===== config.mk =====
export PLATFORM = sky130hd
export DESIGN_NAME = sound_unit_top
export DESIGN_NICKNAME = d
export VERILOG_FILES = /design/src/hw/sound_bus_pkg.sv /design/src/hw/sound_synth_pkg.sv /design/src/hw/noise_lfsr.sv /design/src/hw/sound_regs.sv /design/src/hw/sound_synth.sv /design/src/hw/sound_unit_top.sv /design/src/hw/tone_oscillator.sv
export SDC_FILE = /design/constraint.sdc
export NUM_CORES = 1
export LEC_CHECK = 0
export ABC_AREA = 1
export BUFFER_PORTS_ARGS = -buffer_cell sky130_fd_sc_hd__buf_2
export CAP_MARGIN = 25
export CORE_MARGIN = 5
export CORE_UTILIZATION = 55
export DETAILED_ROUTE_END_ITERATION = 16
export PLACE_DENSITY = 0.84
export SYNTH_ARGS = -nofsm -noshare
export SYNTH_HDL_FRONTEND = slang
export SYNTH_SLANG_ARGS = --single-unit

===== constraint.sdc =====
create_clock -name clk -period 8.5 [get_ports clk]
set_clock_uncertainty 0.1 [all_clocks]
set_input_delay 1.275 -clock clk [delete_from_list [all_inputs] [get_ports clk]]
set_output_delay 1.275 -clock clk [all_outputs]
set_load 0.005 [all_outputs]

===== src/hw/sound_bus_pkg.sv =====
/*
 * Bus side definitions of the sound unit
 *   bus address and data widths
 *   register address map, 0x00 to 0x0a
 *   stored field widths of each register
 */
`default_nettype none

package sound_bus_pkg;

    localparam int addr_w = 8;                       // register bus address
    localparam int data_w = 8;                       // register bus data

    // byte addresses, lo byte before hi byte
    localparam logic [addr_w-1:0] addr_vco1_lo  = 8'h00;
    localparam logic [addr_w-1:0] addr_vco1_hi  = 8'h01;
    localparam logic [addr_w-1:0] addr_vco2_lo  = 8'h02;
    localparam logic [addr_w-1:0] addr_vco2_hi  = 8'h03;
    localparam logic [addr_w-1:0] addr_noise_lo = 8'h04;
    localparam logic [addr_w-1:0] addr_noise_hi = 8'h05;
    localparam logic [addr_w-1:0] addr_lfo_lo   = 8'h06;
    localparam logic [addr_w-1:0] addr_lfo_hi   = 8'h07;
    localparam logic [addr_w-1:0] addr_depth    = 8'h08;   // lfo modulation depth
    localparam logic [addr_w-1:0] addr_mod_sel  = 8'h09;   // {noise, vco2, vco1}
    localparam logic [addr_w-1:0] addr_mixer    = 8'h0a;   // {lfo, noise, vco2, vco1}

    // field widths, hi bytes keep only the bits above 7
    localparam int freq_w     = 12;                  // vco and noise half period
    localparam int lfo_freq_w = 10;                  // lfo half period
    localparam int depth_w    = 3;                   // right shift of the stretch term
    localparam int mod_w      = 3;                   // one bit per modulated source
    localparam int mix_w      = 4;                   // one bit per mixed source

endpackage

`default_nettype wire


===== src/hw/sound_synth_pkg.sv =====
/*
 * Synthesizer side definitions
 *   bit position of each source in the mixer and mod fields
 *   noise LFSR width and feedback taps
 *   default clk cycles per tick
 */
`default_nettype none

package sound_synth_pkg;

    // mod_select uses the lower three positions only
    localparam int src_vco1  = 0;
    localparam int src_vco2  = 1;
    localparam int src_noise = 2;
    localparam int src_lfo   = 3;

    localparam int lfsr_w = 15;

    // x^15 + x^14 + 1, maximal length
    localparam logic [lfsr_w-1:0] lfsr_taps = 15'h6000;

    localparam int prescale_default = 4;             // clk cycles per tick

endpackage

`default_nettype wire


===== src/hw/noise_lfsr.sv =====
/*
 * Noise source
 *   rate counter, same reload scheme as the tone oscillator
 *   15 bit Fibonacci LFSR stepped at each expiry
 *   noise is the LFSR low bit
 */
`default_nettype none

module noise_lfsr (
    input  logic                             clk,
    input  logic                             arst_n,
    input  logic                             tick,
    input  logic [sound_bus_pkg::freq_w-1:0] rate,   // ticks per step minus one
    output logic                             noise
);
    import sound_bus_pkg::*;
    import sound_synth_pkg::*;

    localparam logic [lfsr_w-1:0] lfsr_seed = 15'h0001;  // any nonzero value

    logic [freq_w-1:0] cnt;
    logic [lfsr_w-1:0] lfsr;
    logic              feedback;

    assign feedback = ^(lfsr & lfsr_taps);     // xor of tapped bits
    assign noise    = lfsr[0];

    always_ff @(posedge clk or negedge arst_n) begin
        if (!arst_n) begin
            cnt  <= '0;
            lfsr <= lfsr_seed;                 // all zero would lock up
        end else if (tick) begin
            if (cnt == '0) begin
                cnt  <= rate;
                lfsr <= {lfsr[lfsr_w-2:0], feedback};   // shift up, new bit at 0
            end else begin
                cnt <= cnt - 1'b1;
            end
        end
    end

endmodule

`default_nettype wire


===== src/hw/sound_regs.sv =====
/*
 * Register file of the sound unit
 *   eleven byte mapped fields, write decode per address
 *   combinational readback, zero when re is low or unmapped
 *   decoded fields out to the synthesizer
 */
`default_nettype none

module sound_regs (
    input  logic                                   clk,
    input  logic                                   arst_n,
    input  logic [sound_bus_pkg::addr_w-1:0]       addr,
    input  logic [sound_bus_pkg::data_w-1:0]       data_in,
    input  logic                                   re,
    input  logic                                   we,
    output logic [sound_bus_pkg::data_w-1:0]       data_out,
    output logic [sound_bus_pkg::freq_w-1:0]       vco1_freq,
    output logic [sound_bus_pkg::freq_w-1:0]       vco2_freq,
    output logic [sound_bus_pkg::freq_w-1:0]       noise_freq,
    output logic [sound_bus_pkg::lfo_freq_w-1:0]   lfo_freq,
    output logic [sound_bus_pkg::depth_w-1:0]      lfo_depth,
    output logic [sound_bus_pkg::mod_w-1:0]        mod_select,
    output logic [sound_bus_pkg::mix_w-1:0]        mixer
);
    import sound_bus_pkg::*;

    // write side, data bits above the field are dropped
    always_ff @(posedge clk or negedge arst_n) begin
        if (!arst_n) begin
            vco1_freq  <= '0;
            vco2_freq  <= '0;
            noise_freq <= '0;
            lfo_freq   <= '0;
            lfo_depth  <= '0;
            mod_select <= '0;
            mixer      <= '0;
        end else if (we) begin
            case (addr)
                addr_vco1_lo:  vco1_freq[7:0]          <= data_in;
                addr_vco1_hi:  vco1_freq[freq_w-1:8]   <= data_in[freq_w-9:0];
                addr_vco2_lo:  vco2_freq[7:0]          <= data_in;
                addr_vco2_hi:  vco2_freq[freq_w-1:8]   <= data_in[freq_w-9:0];
                addr_noise_lo: noise_freq[7:0]         <= data_in;
                addr_noise_hi: noise_freq[freq_w-1:8]  <= data_in[freq_w-9:0];
                addr_lfo_lo:   lfo_freq[7:0]           <= data_in;
                addr_lfo_hi:   lfo_freq[lfo_freq_w-1:8] <= data_in[lfo_freq_w-9:0];
                addr_depth:    lfo_depth               <= data_in[depth_w-1:0];
                addr_mod_sel:  mod_select              <= data_in[mod_w-1:0];
                addr_mixer:    mixer                   <= data_in[mix_w-1:0];
                default: ;                               // 0x0b and up, no effect
            endcase
        end
    end

    // read side, same cycle as re
    always_comb begin
        data_out = '0;
        if (re) begin
            case (addr)
                addr_vco1_lo:  data_out = vco1_freq[7:0];
                addr_vco1_hi:  data_out = data_w'(vco1_freq[freq_w-1:8]);
                addr_vco2_lo:  data_out = vco2_freq[7:0];
                addr_vco2_hi:  data_out = data_w'(vco2_freq[freq_w-1:8]);
                addr_noise_lo: data_out = noise_freq[7:0];
                addr_noise_hi: data_out = data_w'(noise_freq[freq_w-1:8]);
                addr_lfo_lo:   data_out = lfo_freq[7:0];
                addr_lfo_hi:   data_out = data_w'(lfo_freq[lfo_freq_w-1:8]);
                addr_depth:    data_out = data_w'(lfo_depth);
                addr_mod_sel:  data_out = data_w'(mod_select);
                addr_mixer:    data_out = data_w'(mixer);
                default:       data_out = '0;    // unmapped reads as zero
            endcase
        end
    end

endmodule

`default_nettype wire


===== src/hw/sound_synth.sv =====
/*
 * Sound synthesizer core
 *   tick generator, one pulse every prescale clk cycles
 *   LFO stretch of the VCO and noise periods
 *   VCO1, VCO2, LFO oscillators and the noise LFSR
 *   registered XOR mixer driving signal_out
 */
`default_nettype none

module sound_synth #(
    parameter int prescale = sound_synth_pkg::prescale_default
) (
    input  logic                                 clk,
    input  logic                                 arst_n,
    input  logic [sound_bus_pkg::freq_w-1:0]     vco1_freq,
    input  logic [sound_bus_pkg::freq_w-1:0]     vco2_freq,
    input  logic [sound_bus_pkg::freq_w-1:0]     noise_freq,
    input  logic [sound_bus_pkg::lfo_freq_w-1:0] lfo_freq,
    input  logic [sound_bus_pkg::depth_w-1:0]    lfo_depth,
    input  logic [sound_bus_pkg::mod_w-1:0]      mod_select,
    input  logic [sound_bus_pkg::mix_w-1:0]      mixer,
    output logic                                 signal_out
);
    import sound_bus_pkg::*;
    import sound_synth_pkg::*;

    localparam int pre_w = (prescale > 1) ? $clog2(prescale) : 1;

    logic [pre_w-1:0]  pre_cnt;
    logic              tick;
    logic              vco1_wave, vco2_wave, lfo_wave, noise_bit;
    logic [freq_w-1:0] vco1_period, vco2_period, noise_rate;
    logic [mix_w-1:0]  src_bits;                 // indexed by src_* positions

    // freq plus freq >> depth while selected and lfo high, clamped on carry
    function automatic logic [freq_w-1:0] mod_period(
        input logic [freq_w-1:0]  freq,
        input logic [depth_w-1:0] depth,
        input logic               sel,
        input logic               lfo
    );
        logic [freq_w:0] sum;
        sum = {1'b0, freq} + {1'b0, freq >> depth};
        if (!(sel && lfo))
            return freq;
        if (sum[freq_w])
            return '1;
        return sum[freq_w-1:0];
    endfunction

    // tick gen, counter from zero after reset
    always_ff @(posedge clk or negedge arst_n) begin
        if (!arst_n) begin
            pre_cnt <= '0;
            tick    <= 1'b0;
        end else if (pre_cnt == pre_w'(prescale - 1)) begin
            pre_cnt <= '0;
            tick    <= 1'b1;
        end else begin
            pre_cnt <= pre_cnt + 1'b1;
            tick    <= 1'b0;
        end
    end

    assign vco1_period = mod_period(vco1_freq, lfo_depth, mod_select[src_vco1], lfo_wave);
    assign vco2_period = mod_period(vco2_freq, lfo_depth, mod_select[src_vco2], lfo_wave);
    assign noise_rate  = mod_period(noise_freq, lfo_depth, mod_select[src_noise], lfo_wave);

    tone_oscillator #(.cnt_w(freq_w)) u_vco1 (
        .clk(clk), .arst_n(arst_n), .tick(tick), .period(vco1_period), .wave(vco1_wave)
    );

    tone_oscillator #(.cnt_w(freq_w)) u_vco2 (
        .clk(clk), .arst_n(arst_n), .tick(tick), .period(vco2_period), .wave(vco2_wave)
    );

    tone_oscillator #(.cnt_w(lfo_freq_w)) u_lfo (   // never modulated itself
        .clk(clk), .arst_n(arst_n), .tick(tick), .period(lfo_freq), .wave(lfo_wave)
    );

    noise_lfsr u_noise (
        .clk(clk), .arst_n(arst_n), .tick(tick), .rate(noise_rate), .noise(noise_bit)
    );

    assign src_bits[src_vco1]  = vco1_wave;
    assign src_bits[src_vco2]  = vco2_wave;
    assign src_bits[src_noise] = noise_bit;
    assign src_bits[src_lfo]   = lfo_wave;

    // mixer, one clk behind the sources
    always_ff @(posedge clk or negedge arst_n) begin
        if (!arst_n)
            signal_out <= 1'b0;
        else
            signal_out <= ^(src_bits & mixer);   // disabled sources drop out
    end

endmodule

`default_nettype wire


===== src/hw/sound_unit_top.sv =====
/*
 * Top level of the sound unit
 *   register file on the 8 bit bus
 *   synthesizer fed from the decoded fields
 */
`default_nettype none

module sound_unit_top #(
    parameter int prescale = sound_synth_pkg::prescale_default
) (
    input  logic                             clk,
    input  logic                             arst_n,
    input  logic [sound_bus_pkg::addr_w-1:0] addr,
    input  logic [sound_bus_pkg::data_w-1:0] data_in,
    input  logic                             re,
    input  logic                             we,
    output logic [sound_bus_pkg::data_w-1:0] data_out,
    output logic                             signal_out
);
    import sound_bus_pkg::*;

    // decoded register fields
    logic [freq_w-1:0]     vco1_freq;
    logic [freq_w-1:0]     vco2_freq;
    logic [freq_w-1:0]     noise_freq;
    logic [lfo_freq_w-1:0] lfo_freq;
    logic [depth_w-1:0]    lfo_depth;
    logic [mod_w-1:0]      mod_select;
    logic [mix_w-1:0]      mixer;

    sound_regs u_regs (
        .clk        (clk),
        .arst_n     (arst_n),
        .addr       (addr),
        .data_in    (data_in),
        .re         (re),
        .we         (we),
        .data_out   (data_out),
        .vco1_freq  (vco1_freq),
        .vco2_freq  (vco2_freq),
        .noise_freq (noise_freq),
        .lfo_freq   (lfo_freq),
        .lfo_depth  (lfo_depth),
        .mod_select (mod_select),
        .mixer      (mixer)
    );

    sound_synth #(.prescale(prescale)) u_synth (
        .clk        (clk),
        .arst_n     (arst_n),
        .vco1_freq  (vco1_freq),
        .vco2_freq  (vco2_freq),
        .noise_freq (noise_freq),
        .lfo_freq   (lfo_freq),
        .lfo_depth  (lfo_depth),
        .mod_select (mod_select),
        .mixer      (mixer),
        .signal_out (signal_out)
    );

endmodule

`default_nettype wire


===== src/hw/tone_oscillator.sv =====
/*
 * Square wave oscillator
 *   down counter reloaded from period at each expiry
 *   wave toggles on the expiring tick
 */
`default_nettype none

module tone_oscillator #(
    parameter int cnt_w = 12
) (
    input  logic             clk,
    input  logic             arst_n,
    input  logic             tick,     // one clk cycle per prescale
    input  logic [cnt_w-1:0] period,   // half period minus one, in ticks
    output logic             wave
);

    logic [cnt_w-1:0] cnt;             // ticks left in this half cycle

    // expiry reloads and toggles, so a half cycle spans period + 1 ticks
    always_ff @(posedge clk or negedge arst_n) begin
        if (!arst_n) begin
            cnt  <= '0;                // first tick toggles right away
            wave <= 1'b0;
        end else if (tick) begin
            if (cnt == '0) begin
                cnt  <= period;        // period only sampled here
                wave <= ~wave;
            end else begin
                cnt <= cnt - 1'b1;
            end
        end
    end

endmodule

`default_nettype wire


Word-level counts from Yosys, hierarchy flattened
Index checks and enable logic that the tools add are counted.
{"block": "classes", "n_eq_ne": 11, "shift": 3, "bitwise": 4, "add_sub_neg": 8, "muxes": 26, "n_reduce_logical": 25}
{"operator": "$mux W12", "count": 15}
{"operator": "$pmux W8 S11", "count": 1}
{"operator": "$add A12 B12 Y13", "count": 3}
{"operator": "$logic_not A12 Y1", "count": 3}
{"operator": "$shr A12 B3 Y12", "count": 3}
{"operator": "$sub A12 B1 Y12 const B", "count": 3}
{"operator": "$eq A8 B3 Y1 const B", "count": 4}
{"operator": "$reduce_and A2 Y1", "count": 15}
{"operator": "$eq A8 B4 Y1 const B", "count": 3}
{"operator": "$eq A8 B2 Y1 const B", "count": 2}
{"operator": "$reduce_xor A15 Y1", "count": 1}
{"operator": "$logic_not A10 Y1", "count": 1}
{"operator": "$mux W10", "count": 1}
{"operator": "$sub A10 B1 Y10 const B", "count": 1}
{"operator": "$eq A8 B1 Y1 const B", "count": 1}
{"operator": "$logic_not A8 Y1", "count": 1}
{"operator": "$mux W8", "count": 1}
{"operator": "$mux W1", "count": 7}
{"operator": "$and A4 B4 Y4", "count": 1}
{"operator": "$reduce_xor A4 Y1", "count": 1}
{"operator": "$logic_and A1 B1 Y1", "count": 3}
{"operator": "$not A1 Y1", "count": 3}
{"operator": "$add A2 B1 Y2 const B", "count": 1}
{"operator": "$eq A2 B2 Y1 const B", "count": 1}
{"operator": "$mux W2", "count": 1}
{"block": "totals", "input_bits": 20, "output_inout_bits": 9, "reg_bits": 124}

Longest topological paths before layout
Gate-level depths: netlist (run 1).
{"block": "logic_depth", "word_depth": 7, "ltp_mapped": 19, "mapped_depth_nobuf": 18}

Hierarchy
From an unflattened synthesis (run 1), not the netlist that was laid out.
{"block": "unflattened", "hier_cells": 1662, "area_unflattened_um2": 10859.2}
{"mod": "sound_synth", "area_each_um2": 3737.3, "cells_each": 714, "instances": 1, "seq_area_each_um2": 100.1}
{"mod": "sound_regs", "area_each_um2": 2916.5, "cells_each": 342, "instances": 1, "seq_area_each_um2": 1401.3}
{"mod": "tone_oscillator at u_synth.u_vco1 ...", "area_each_um2": 960.9, "cells_each": 143, "instances": 2, "seq_area_each_um2": 325.3}
{"mod": "noise_lfsr", "area_each_um2": 1498.9, "cells_each": 204, "instances": 1, "seq_area_each_um2": 676.9}
{"mod": "tone_oscillator at u_synth.u_lfo", "area_each_um2": 784.5, "cells_each": 116, "instances": 1, "seq_area_each_um2": 275.3}

Worst setup path after synthesis (run 1)
OpenSTA, ideal clock, no wires.
{"block": "synth_timing", "path_kind": "in2out", "start": "in addr[7] in the netlist's numbering", "end": "out data_out[0] in the netlist's numbering", "path_slack_ns": 4.934, "n_path_buf": 0, "stages": 11, "arrival_ns": 2.191, "cell_sequence": "nor2_4 -> nand3_4 -> nor2_4 -> inv_2 -> nor2_4 -> nand2_1 -> nand2_1 -> nor2_1 -> nand3_1 -> nand2_1 -> inv_1"}
{"block": "synth_between", "elab_chain_len": 3}
{"element": "start: declaration", "line": "sound_unit_top.sv:13", "text": "input logic [sound_bus_pkg::addr_w-1:0] addr,"}
{"element": "$eq A8 B4 Y1, or another cell as far along", "line": "sound_regs.sv:59", "text": "case (addr)"}
{"element": "$pmux W8 S11 (*)", "line": "sound_regs.sv:59"}
{"element": "$mux W8 (*)", "line": "sound_regs.sv:58", "text": "if (re) begin"}
{"element": "end: declaration", "line": "sound_unit_top.sv:17", "text": "output logic [sound_bus_pkg::data_w-1:0] data_out,"}
Mark *: on every way between the ends. The rest lies on a longest branch, timed or not.

Worst setup path after layout (run 1)
{"block": "layout_timing", "start": "reg u_regs.lfo_depth[0] in the netlist's numbering", "end": "out data_out[0] in the netlist's numbering"}
{"block": "layout_between", "elab_chain_len": 2}
{"element": "start: declaration", "line": "sound_regs.sv:21", "text": "output logic [sound_bus_pkg::depth_w-1:0] lfo_depth,"}
{"element": "start signal: assignment", "line": "sound_regs.sv:47", "text": "addr_depth: lfo_depth <= data_in[depth_w-1:0];"}
{"element": "$pmux W8 S11", "line": "sound_regs.sv:59"}
{"element": "$mux W8", "line": "sound_regs.sv:58"}
Every way passes these cells.

==> results of run 1 <==
-- worst max-delay path, cell delays in order (launching register included) --
cell and delay (ps):
sky130_fd_sc_hd__dfrtp_1 730, sky130_fd_sc_hd__buf_4 460, sky130_fd_sc_hd__inv_1 290, sky130_fd_sc_hd__nor4_1 350, sky130_fd_sc_hd__nor2_1 90, sky130_fd_sc_hd__nand3_1 80, sky130_fd_sc_hd__nand2_1 50, sky130_fd_sc_hd__inv_1 40
sky130_fd_sc_hd__buf_2 100
-- logic make-up after synthesis --
group,count (synthesis)
AO/OA/AOI/OAI,295
flip-flops,124
buffers and inverters,234
multiplexers,8
adder cells (fa/ha/maj),47
XOR/XNOR,44
AND/OR/NAND/NOR,769
-- worst paths after layout --
check,slack [ps],end,cells after the start,start
max,4490,data_out[0],8,u_regs.lfo_depth[0]
max in group asynchronous,6540,u_regs.vco2_freq[10],3,arst_n
min in group asynchronous,750,u_synth.u_noise.cnt[10],1,arst_n
min,340,u_synth.pre_cnt[0],1,u_synth.pre_cnt[0]
max reg2reg,4670,u_synth.u_noise.cnt[11],16,u_regs.lfo_depth[0]
min reg2reg,340,u_synth.pre_cnt[0],1,u_synth.pre_cnt[0]
-- metal layers --
metal,vias to the layer above,wire [µm],track usage (%),part of all wire [%]
met5,-,0,0,0
met4,0,465,6.578,1.7
met3,39,2103,4.894,7.7
met2,411,12440,42.53,45
met1,4469,12420,39.52,45
li1,4943,-,-,-
-- cell usage in the layout (no fill, tap or decap), types with 12 or more instances in the layout --
cell type,n
sky130_fd_sc_hd__inv_1,179
sky130_fd_sc_hd__o21ai_1,13
sky130_fd_sc_hd__dfrtp_1,123
sky130_fd_sc_hd__nand4_1,18
sky130_fd_sc_hd__xnor2_1,25
sky130_fd_sc_hd__o21ai_0,149
sky130_fd_sc_hd__ha_1,44
sky130_fd_sc_hd__xor2_1,19
sky130_fd_sc_hd__buf_2,27
sky130_fd_sc_hd__nor3_1,13
sky130_fd_sc_hd__clkbuf_16,17
sky130_fd_sc_hd__a22oi_1,12
sky130_fd_sc_hd__nor2_1,136
sky130_fd_sc_hd__a21oi_1,90
sky130_fd_sc_hd__nand2_1,483
sky130_fd_sc_hd__nand3_1,91
-- flip-flops by register name, summed over array words and instances (netlist names) --
name,count
u_regs.lfo_depth,3
u_regs.mixer,4
u_synth.u_lfo.wave,1
u_regs.vco2_freq,12
u_synth.signal_out,1
u_synth.u_vco2.cnt,12
u_synth.u_vco1.cnt,12
u_synth.u_vco2.wave,1
u_synth.u_noise.lfsr,15
u_synth.u_noise.cnt,12
u_synth.u_lfo.cnt,10
u_regs.vco1_freq,12
u_regs.mod_select,3
u_synth.u_vco1.wave,1
u_synth.tick,1
u_regs.lfo_freq,10
u_synth.pre_cnt,2
u_regs.noise_freq,12
-- metrics by stage --
step	std cells	worst slack (ps)	util [%]
after CTS	1770	4512	60.39
after global routing	1771	4198	60.54
after detailed placement	1738	4514	57.06
final	1771	4489	60.54
after floorplan	1521	4934	-
after global placement	1738	4538	57.06
-- Yosys cell counts, types with 4 or more instances --
| library cell | instances |
|---|---|
| sky130_fd_sc_hd__nand2_1 | 483 |
| sky130_fd_sc_hd__o21ai_0 | 149 |
| sky130_fd_sc_hd__dfrtp_1 | 123 |
| sky130_fd_sc_hd__buf_2 | 13 |
| sky130_fd_sc_hd__a21oi_1 | 90 |
| sky130_fd_sc_hd__nand4_1 | 18 |
| sky130_fd_sc_hd__xnor2_1 | 25 |
| sky130_fd_sc_hd__nand3_1 | 91 |
| sky130_fd_sc_hd__nor3_1 | 13 |
| sky130_fd_sc_hd__mux2i_1 | 8 |
| sky130_fd_sc_hd__nand2_2 | 4 |
| sky130_fd_sc_hd__inv_2 | 8 |
| sky130_fd_sc_hd__clkbuf_1 | 26 |
| sky130_fd_sc_hd__o22ai_1 | 6 |
| sky130_fd_sc_hd__inv_1 | 179 |
| sky130_fd_sc_hd__o211ai_1 | 4 |
| sky130_fd_sc_hd__o21ai_2 | 8 |
| sky130_fd_sc_hd__o21ai_1 | 13 |
| sky130_fd_sc_hd__nor2_1 | 136 |
| sky130_fd_sc_hd__ha_1 | 44 |
| sky130_fd_sc_hd__a22oi_1 | 12 |
| sky130_fd_sc_hd__nor2_4 | 6 |
| sky130_fd_sc_hd__xor2_1 | 19 |
-- final cells by class --
| class | count | share of cell area [%] |
|---|---|---|
| Clock buffer | 17 | 3.938 |
| Multi-Input combinational cell | 1163 | 54.57 |
| Tap cell | 229 | 2.653 |
| Inverter | 188 | 6.545 |
| Timing Repair Buffer | 35 | 1.992 |
| Sequential cell | 124 | 28.74 |
| Clock inverter | 15 | 1.564 |
-- power breakdown --
part | switching, mW | internal (mW)
Combinational | 0.383 | 0.228
Clock | 0.327 | 0.419
Sequential | 0.136 | 0.716
Total | 0.846 | 1.36
==> results.rst, run 1 <==
.. list-table::
   :header-rows: 1

   * - Metric
     - Value
   * - Proportion of layout cells with a drive suffix above 1
     - 7.134%
   * - Congestion Overflow GR
     - 0
   * - H-tree depth reported by CTS
     - 4
   * - Yosys reg bits
     - 124
   * - DIE AREA
     - 20820 µm²
   * - Adder and majority gate portion of the synthesized area
     - 6.155%
   * - Port bufs
     - 28
   * - Clock tree from TritonCTS
     - done
   * - Startpoint types
     - flip-flop
   * - Cell count after synthesis
     - 1521
   * - Placed Instance Area
     - 10180 µm²
   * - I/O pin count
     - 29
   * - Vias per cell
     - 5.569
   * - Nature of the critical path endpoint
     - primary output
   * - Sequential-to-total area share from yosys stat
     - 31.29%
   * - Synth top area share
     - 31.03%
   * - Layout net count
     - 1596
   * - Starting utilization of the core area
     - 55.61%
   * - Number of detailed-route iterations in the first pass
     - 6
   * - Xor-xnor portion of the synthesized cell area
     - 3.884%
   * - Largest area contributor in the netlist
     - sky130_fd_sc_hd__dfrtp_1
   * - Number of hold buffers added after cts
     - 0
   * - Tightest slew margin relative to the limit
     - 48.32%
   * - Status
     - finished clean
   * - Final cycle utilization of the critical path
     - 47.19%
   * - GP Congestion
     - 0.9285
   * - Wire length of the first global-routing pass
     - 45.37 mm
   * - Placeable core area
     - 17840 µm²
   * - Maximum fanout along the worst path
     - 45
   * - Avg Inst Size Synth
     - 6.523 µm²
   * - Final number of setup-violating endpoints
     - 0
   * - Power per cell area
     - 204.4 nW/µm²
   * - Setup repair after global routing missed its margin
     - false
   * - Final cell area excluding filler cells
     - 10800 µm²
   * - HPWL Detailed
     - 20.06 mm
   * - Endpoints failing hold
     - 0
   * - Min-Delay Path Class
     - flip-flop to flip-flop
   * - Aggregate negative setup slack
     - 0 ps
   * - Post-layout total power
     - 2.208 mW
   * - Number of rows in the core area
     - 49
   * - Via count of the first global-routing pass
     - 8884
   * - Count of vias placed by the detailed router
     - 9862
   * - Warnings, synthesis
     - 0
   * - Detail Route Antenna Nets
     - 0
   * - Share of cell area taken by muxes after synthesis
     - 0.8072%
   * - Type of the worst setup path
     - flip-flop to primary output
   * - Setup repair bufs after CTS
     - 0
   * - Average wire per cell in the routed design
     - 15.49 µm
   * - CTS root buffer
     - sky130_fd_sc_hd__clkbuf_16
   * - Synth Net Count
     - 1588
   * - Total area of multi-input combinational cells
     - 5894 µm²
   * - Initial drt markers
     - 1061
   * - Required time worst endpoint
     - 7120 ps
   * - Maximum operating frequency
     - 0.2493 GHz
   * - DIE WIDTH
     - 144.3 µm
   * - Bufs on Longest Clock Path
     - 2
   * - Synth Flop Type
     - sky130_fd_sc_hd__dfrtp_1
   * - Clock transition at the registers of the reported paths
     - 60 ps
   * - Number of antenna violations at the first check in global routing
     - 0
   * - Filler cell count
     - 1666
   * - Antenna cells
     - 0
   * - Total count of max-transition violations in the final report
     - 0
   * - Slew at the pin with the worst max-slew slack
     - 774.3 ps
   * - Number of enable flip-flop cells after synthesis
     - 0
   * - Hold Slack
     - 344.7 ps
   * - Post-synthesis share of cell area spent on and, or, nand and nor gates
     - 32.53%
   * - Number of maximum-capacitance violations
     - 0
   * - Static power due to leakage
     - 5.192 nW
   * - Routed Wire Length
     - 27.43 mm
   * - Clock latency on the worst-skew pair
     - 430 ps
   * - GRT Total Usage
     - 27.24%
   * - Number of clock sinks
     - 124
   * - Ranking of synthesized cells by area
     - sky130_fd_sc_hd__dfrtp_1 (31%), sky130_fd_sc_hd__nand2_1 (18%), sky130_fd_sc_hd__o21ai_0 (7.5%)
   * - Distinct cells, synth
     - 45
   * - Clock period minus final worst setup slack
     - 4011 ps
   * - Synthesized area
     - 9921 µm²
   * - WP data arrival
     - 2640 ps
   * - Number of buffers created by CTS
     - 17
   * - Compound-gate portion of the synthesized area
     - 16.04%
   * - Sequential cell area
     - 3104 µm²
   * - Main combinational cell family by area after synthesis
     - simple AND/OR/NAND/NOR gates
   * - Residual DRC count
     - 0
   * - Pin count of the biggest net entering global routing
     - 80
   * - Worst ir drop on vdd
     - 173.0 µV
   * - CTS-repair resized insts
     - 0
   * - Area growth from synthesis to layout
     - 8.879%
   * - Ys async rst share
     - 100.0%
   * - Die Ht
     - 144.3 µm
Note: power is estimated with default switching activity, not from simulation.
==> inputs of run 2 (changes only) <==
==> constraint.sdc (replaced) <==
create_clock -name clk -period 3.7 [get_ports clk]
set_clock_uncertainty 0.1 [all_clocks]
set_input_delay 0.555 -clock clk [delete_from_list [all_inputs] [get_ports clk]]
set_output_delay 0.555 -clock clk [all_outputs]
set_load 0.005 [all_outputs]
==> results.rst, run 2 (synthesis results as in run 1) <==
.. list-table::
   :header-rows: 1

   * - Metric
     - Value
   * - Clock group share of total power
     - 32.3%
   * - Setup repair after global routing missed its margin
     - false
   * - Clock transition at the registers of the reported paths
     - 60 ps
   * - Antenna cells
     - 0
   * - Filler cell count
     - 1641
   * - Status
     - finished clean
   * - Die Ht
     - 144.3 µm
   * - Endpoints failing hold
     - 0
   * - Delay of the slowest cell on the worst path
     - 590 ps
   * - Sequential Power Share
     - 39.4%
   * - Crit path cell chain
     - buf_4 > o21ai_0 > nand2_1 > o21ai_0 > nand2_1 > o21ai_0 > ha_1 > fa_1 > nand3_1 > nand3_2 > nand2_1 > nand2_1 > nand2_1 > nand2_1 > o21ai_0 > a22oi_1
   * - Utilization after layout
     - 60.47%
   * - GRT Total Usage
     - 27.05%
   * - Power per cell area
     - 463.0 nW/µm²
   * - Maximum operating frequency
     - 0.2974 GHz
   * - Area growth from synthesis to layout
     - 8.740%
   * - Port bufs
     - 28
   * - Number of hold buffers added after cts
     - 0
   * - Type of the worst setup path
     - flip-flop to flip-flop
   * - Number of buffers created by CTS
     - 17
   * - Clock latency on the worst-skew pair
     - 430 ps
   * - Sw power
     - 1.884 mW
   * - Instance count after placement with tap cells included
     - 1742
   * - Residual DRC count
     - 0
   * - Count of vias placed by the detailed router
     - 9962
   * - Required time worst endpoint
     - 3870 ps
   * - Top Family by Delay on Critical Path
     - compound AO/OA/AOI/OAI gates
   * - DIE WIDTH
     - 144.3 µm
   * - Number of detailed-route iterations in the first pass
     - 5
   * - Starting utilization of the core area
     - 55.61%
   * - Placed Instance Area
     - 10220 µm²
   * - CTS-repair resized insts
     - 0
   * - HPWL Detailed
     - 20.85 mm
   * - Wire length of the first global-routing pass
     - 44.97 mm
   * - Startpoint types
     - flip-flop
   * - Initial drt markers
     - 973
   * - Final cell area excluding filler cells
     - 10790 µm²
   * - Static power due to leakage
     - 5.184 nW
   * - Most common cell after layout, fill and taps aside
     - sky130_fd_sc_hd__nand2_1
   * - Number of maximum-capacitance violations
     - 0
   * - Master of the slowest instance on the critical path
     - sky130_fd_sc_hd__dfrtp_2
   * - GP Congestion
     - 0.9709
   * - Bufs on Longest Clock Path
     - 2
   * - I/O pin count
     - 29
   * - Tightest slew margin relative to the limit
     - 46.56%
   * - Total count of max-transition violations in the final report
     - 0
   * - Register-to-Register Path Depth
     - 16
   * - Via count of the first global-routing pass
     - 9033
   * - Vias per cell
     - 5.616
   * - Buffering stage count on the worst path with inverters included
     - 1
   * - Number of clock sinks
     - 124
   * - Setup repair bufs after CTS
     - 0
   * - Most common cell type on the critical path
     - sky130_fd_sc_hd__nand2_1
   * - Clock tree from TritonCTS
     - done
   * - Register with the most flip-flops
     - u_synth.u_noise.lfsr
   * - Congestion Overflow GR
     - 0
   * - Pin count of the biggest net entering global routing
     - 60
   * - Final cycle utilization of the critical path
     - 90.89%
   * - Worst ir drop on vdd
     - 389.8 µV
   * - Number of rows in the core area
     - 49
   * - Placeable core area
     - 17840 µm²
   * - Flip-flop count of the largest register, all copies and words added
     - 15
   * - Fraction of power spent switching nets
     - 37.72%
   * - Internal power consumption
     - 3.111 mW
   * - Final instance count without filler cells
     - 1774
   * - Routed Wire Length
     - 27.50 mm
   * - Detail Route Antenna Nets
     - 0
   * - Aggregate negative setup slack
     - 0 ps
   * - Post-layout total power
     - 4.995 mW
   * - H-tree depth reported by CTS
     - 4
   * - Layout net count
     - 1599
   * - WP data arrival
     - 3530 ps
   * - CTS root buffer
     - sky130_fd_sc_hd__clkbuf_16
   * - Crit path depth
     - 16
   * - Slew at the pin with the worst max-slew slack
     - 801.6 ps
   * - Number of antenna violations at the first check in global routing
     - 1
   * - Proportion of power drawn by combinational gates
     - 28.3%
   * - Proportion of layout cells with a drive suffix above 1
     - 7.249%
   * - Maximum fanout along the worst path
     - 27
   * - DIE AREA
     - 20820 µm²
   * - Average wire per cell in the routed design
     - 15.50 µm
   * - Nature of the critical path endpoint
     - flip-flop
   * - Clock period minus final worst setup slack
     - 3363 ps
   * - Most used cells in the layout excluding fill and tap cells
     - sky130_fd_sc_hd__nand2_1 (483), sky130_fd_sc_hd__inv_1 (179), sky130_fd_sc_hd__o21ai_0 (149)
   * - Min-Delay Path Class
     - primary input to asynchronous set/reset pin
   * - Final number of setup-violating endpoints
     - 0
==> run 2: cell types whose count changed in the layout (fill, tap and decap cells not counted), sizes merged <==
cell      delta
buf          +3
clkbuf       +2
clkinv       +1
clkinvlp     +1
inv          -4
==> run 2: metrics by stage <==
stage               worst slack, ps  hold slack [ps]
finish                        337.0            93.93
global route                  75.99            176.4
CTS                           164.8            128.8
detailed placement            164.8            347.8
global placement              246.2            313.0
floorplan                     882.5            159.4
==> run 2: power groups by stage <==
stage	clock, mW	combinational, mW	sequential, mW
floorplan	0	1.11	1.88
global placement	0	1.35	1.97
detailed placement	0	1.39	1.98
CTS	1.63	1.41	1.96
global route	1.70	1.61	2.01
finish	1.61	1.41	1.97
==> run 2: area by class of cell <==
| cell class | count | area, µm² | area share [%] |
|---|---|---|---|
| Timing Repair Buffer | 38 | 230.2 | 2.134 |
| Clock buffer | 19 | 432.9 | 4.013 |
| Inverter | 188 | 706.9 | 6.553 |
| Clock inverter | 13 | 131.4 | 1.218 |
| Sequential cell | 124 | 3105 | 28.79 |
| Tap cell | 229 | 286.5 | 2.656 |
| Multi-Input combinational cell | 1163 | 5894 | 54.64 |
==> run 2: worst paths after layout <==
| kind | from | endpoint | slack [ps] |
|---|---|---|---|
| max | u_regs.lfo_depth[0] | u_synth.u_vco2.cnt[3] | 340 |
| min | arst_n | u_synth.u_noise.cnt[7] | 90 |
| max reg2reg | u_regs.lfo_depth[0] | u_synth.u_vco2.cnt[3] | 340 |
| min reg2reg | u_synth.pre_cnt[0] | u_synth.pre_cnt[0] | 340 |
| max in group asynchronous | arst_n | u_regs.vco1_freq[3] | 2600 |
| min in group clk | u_synth.pre_cnt[0] | u_synth.pre_cnt[0] | 340 |
==> run 2: routing by layer <==
| metal | part of all wire, % | track usage, % | routed length, µm |
|---|---|---|---|
| met1 | 46 | 38.71 | 12540 |
| met2 | 44 | 40.84 | 12070 |
| met3 | 8.0 | 5.589 | 2188 |
| met4 | 2.6 | 9.426 | 703 |
| met5 | 0.033 | 0 | 9 |
==> run 2: worst reg2reg max path, delay by kind of cell, from the launching register on <==
family                   cells  cell delay [ps]
buffers and inverters        1              310
adder cells (fa/ha/maj)      2              710
AND/OR/NAND/NOR              8              690
flip-flops                   1              590
AO/OA/AOI/OAI                5              780
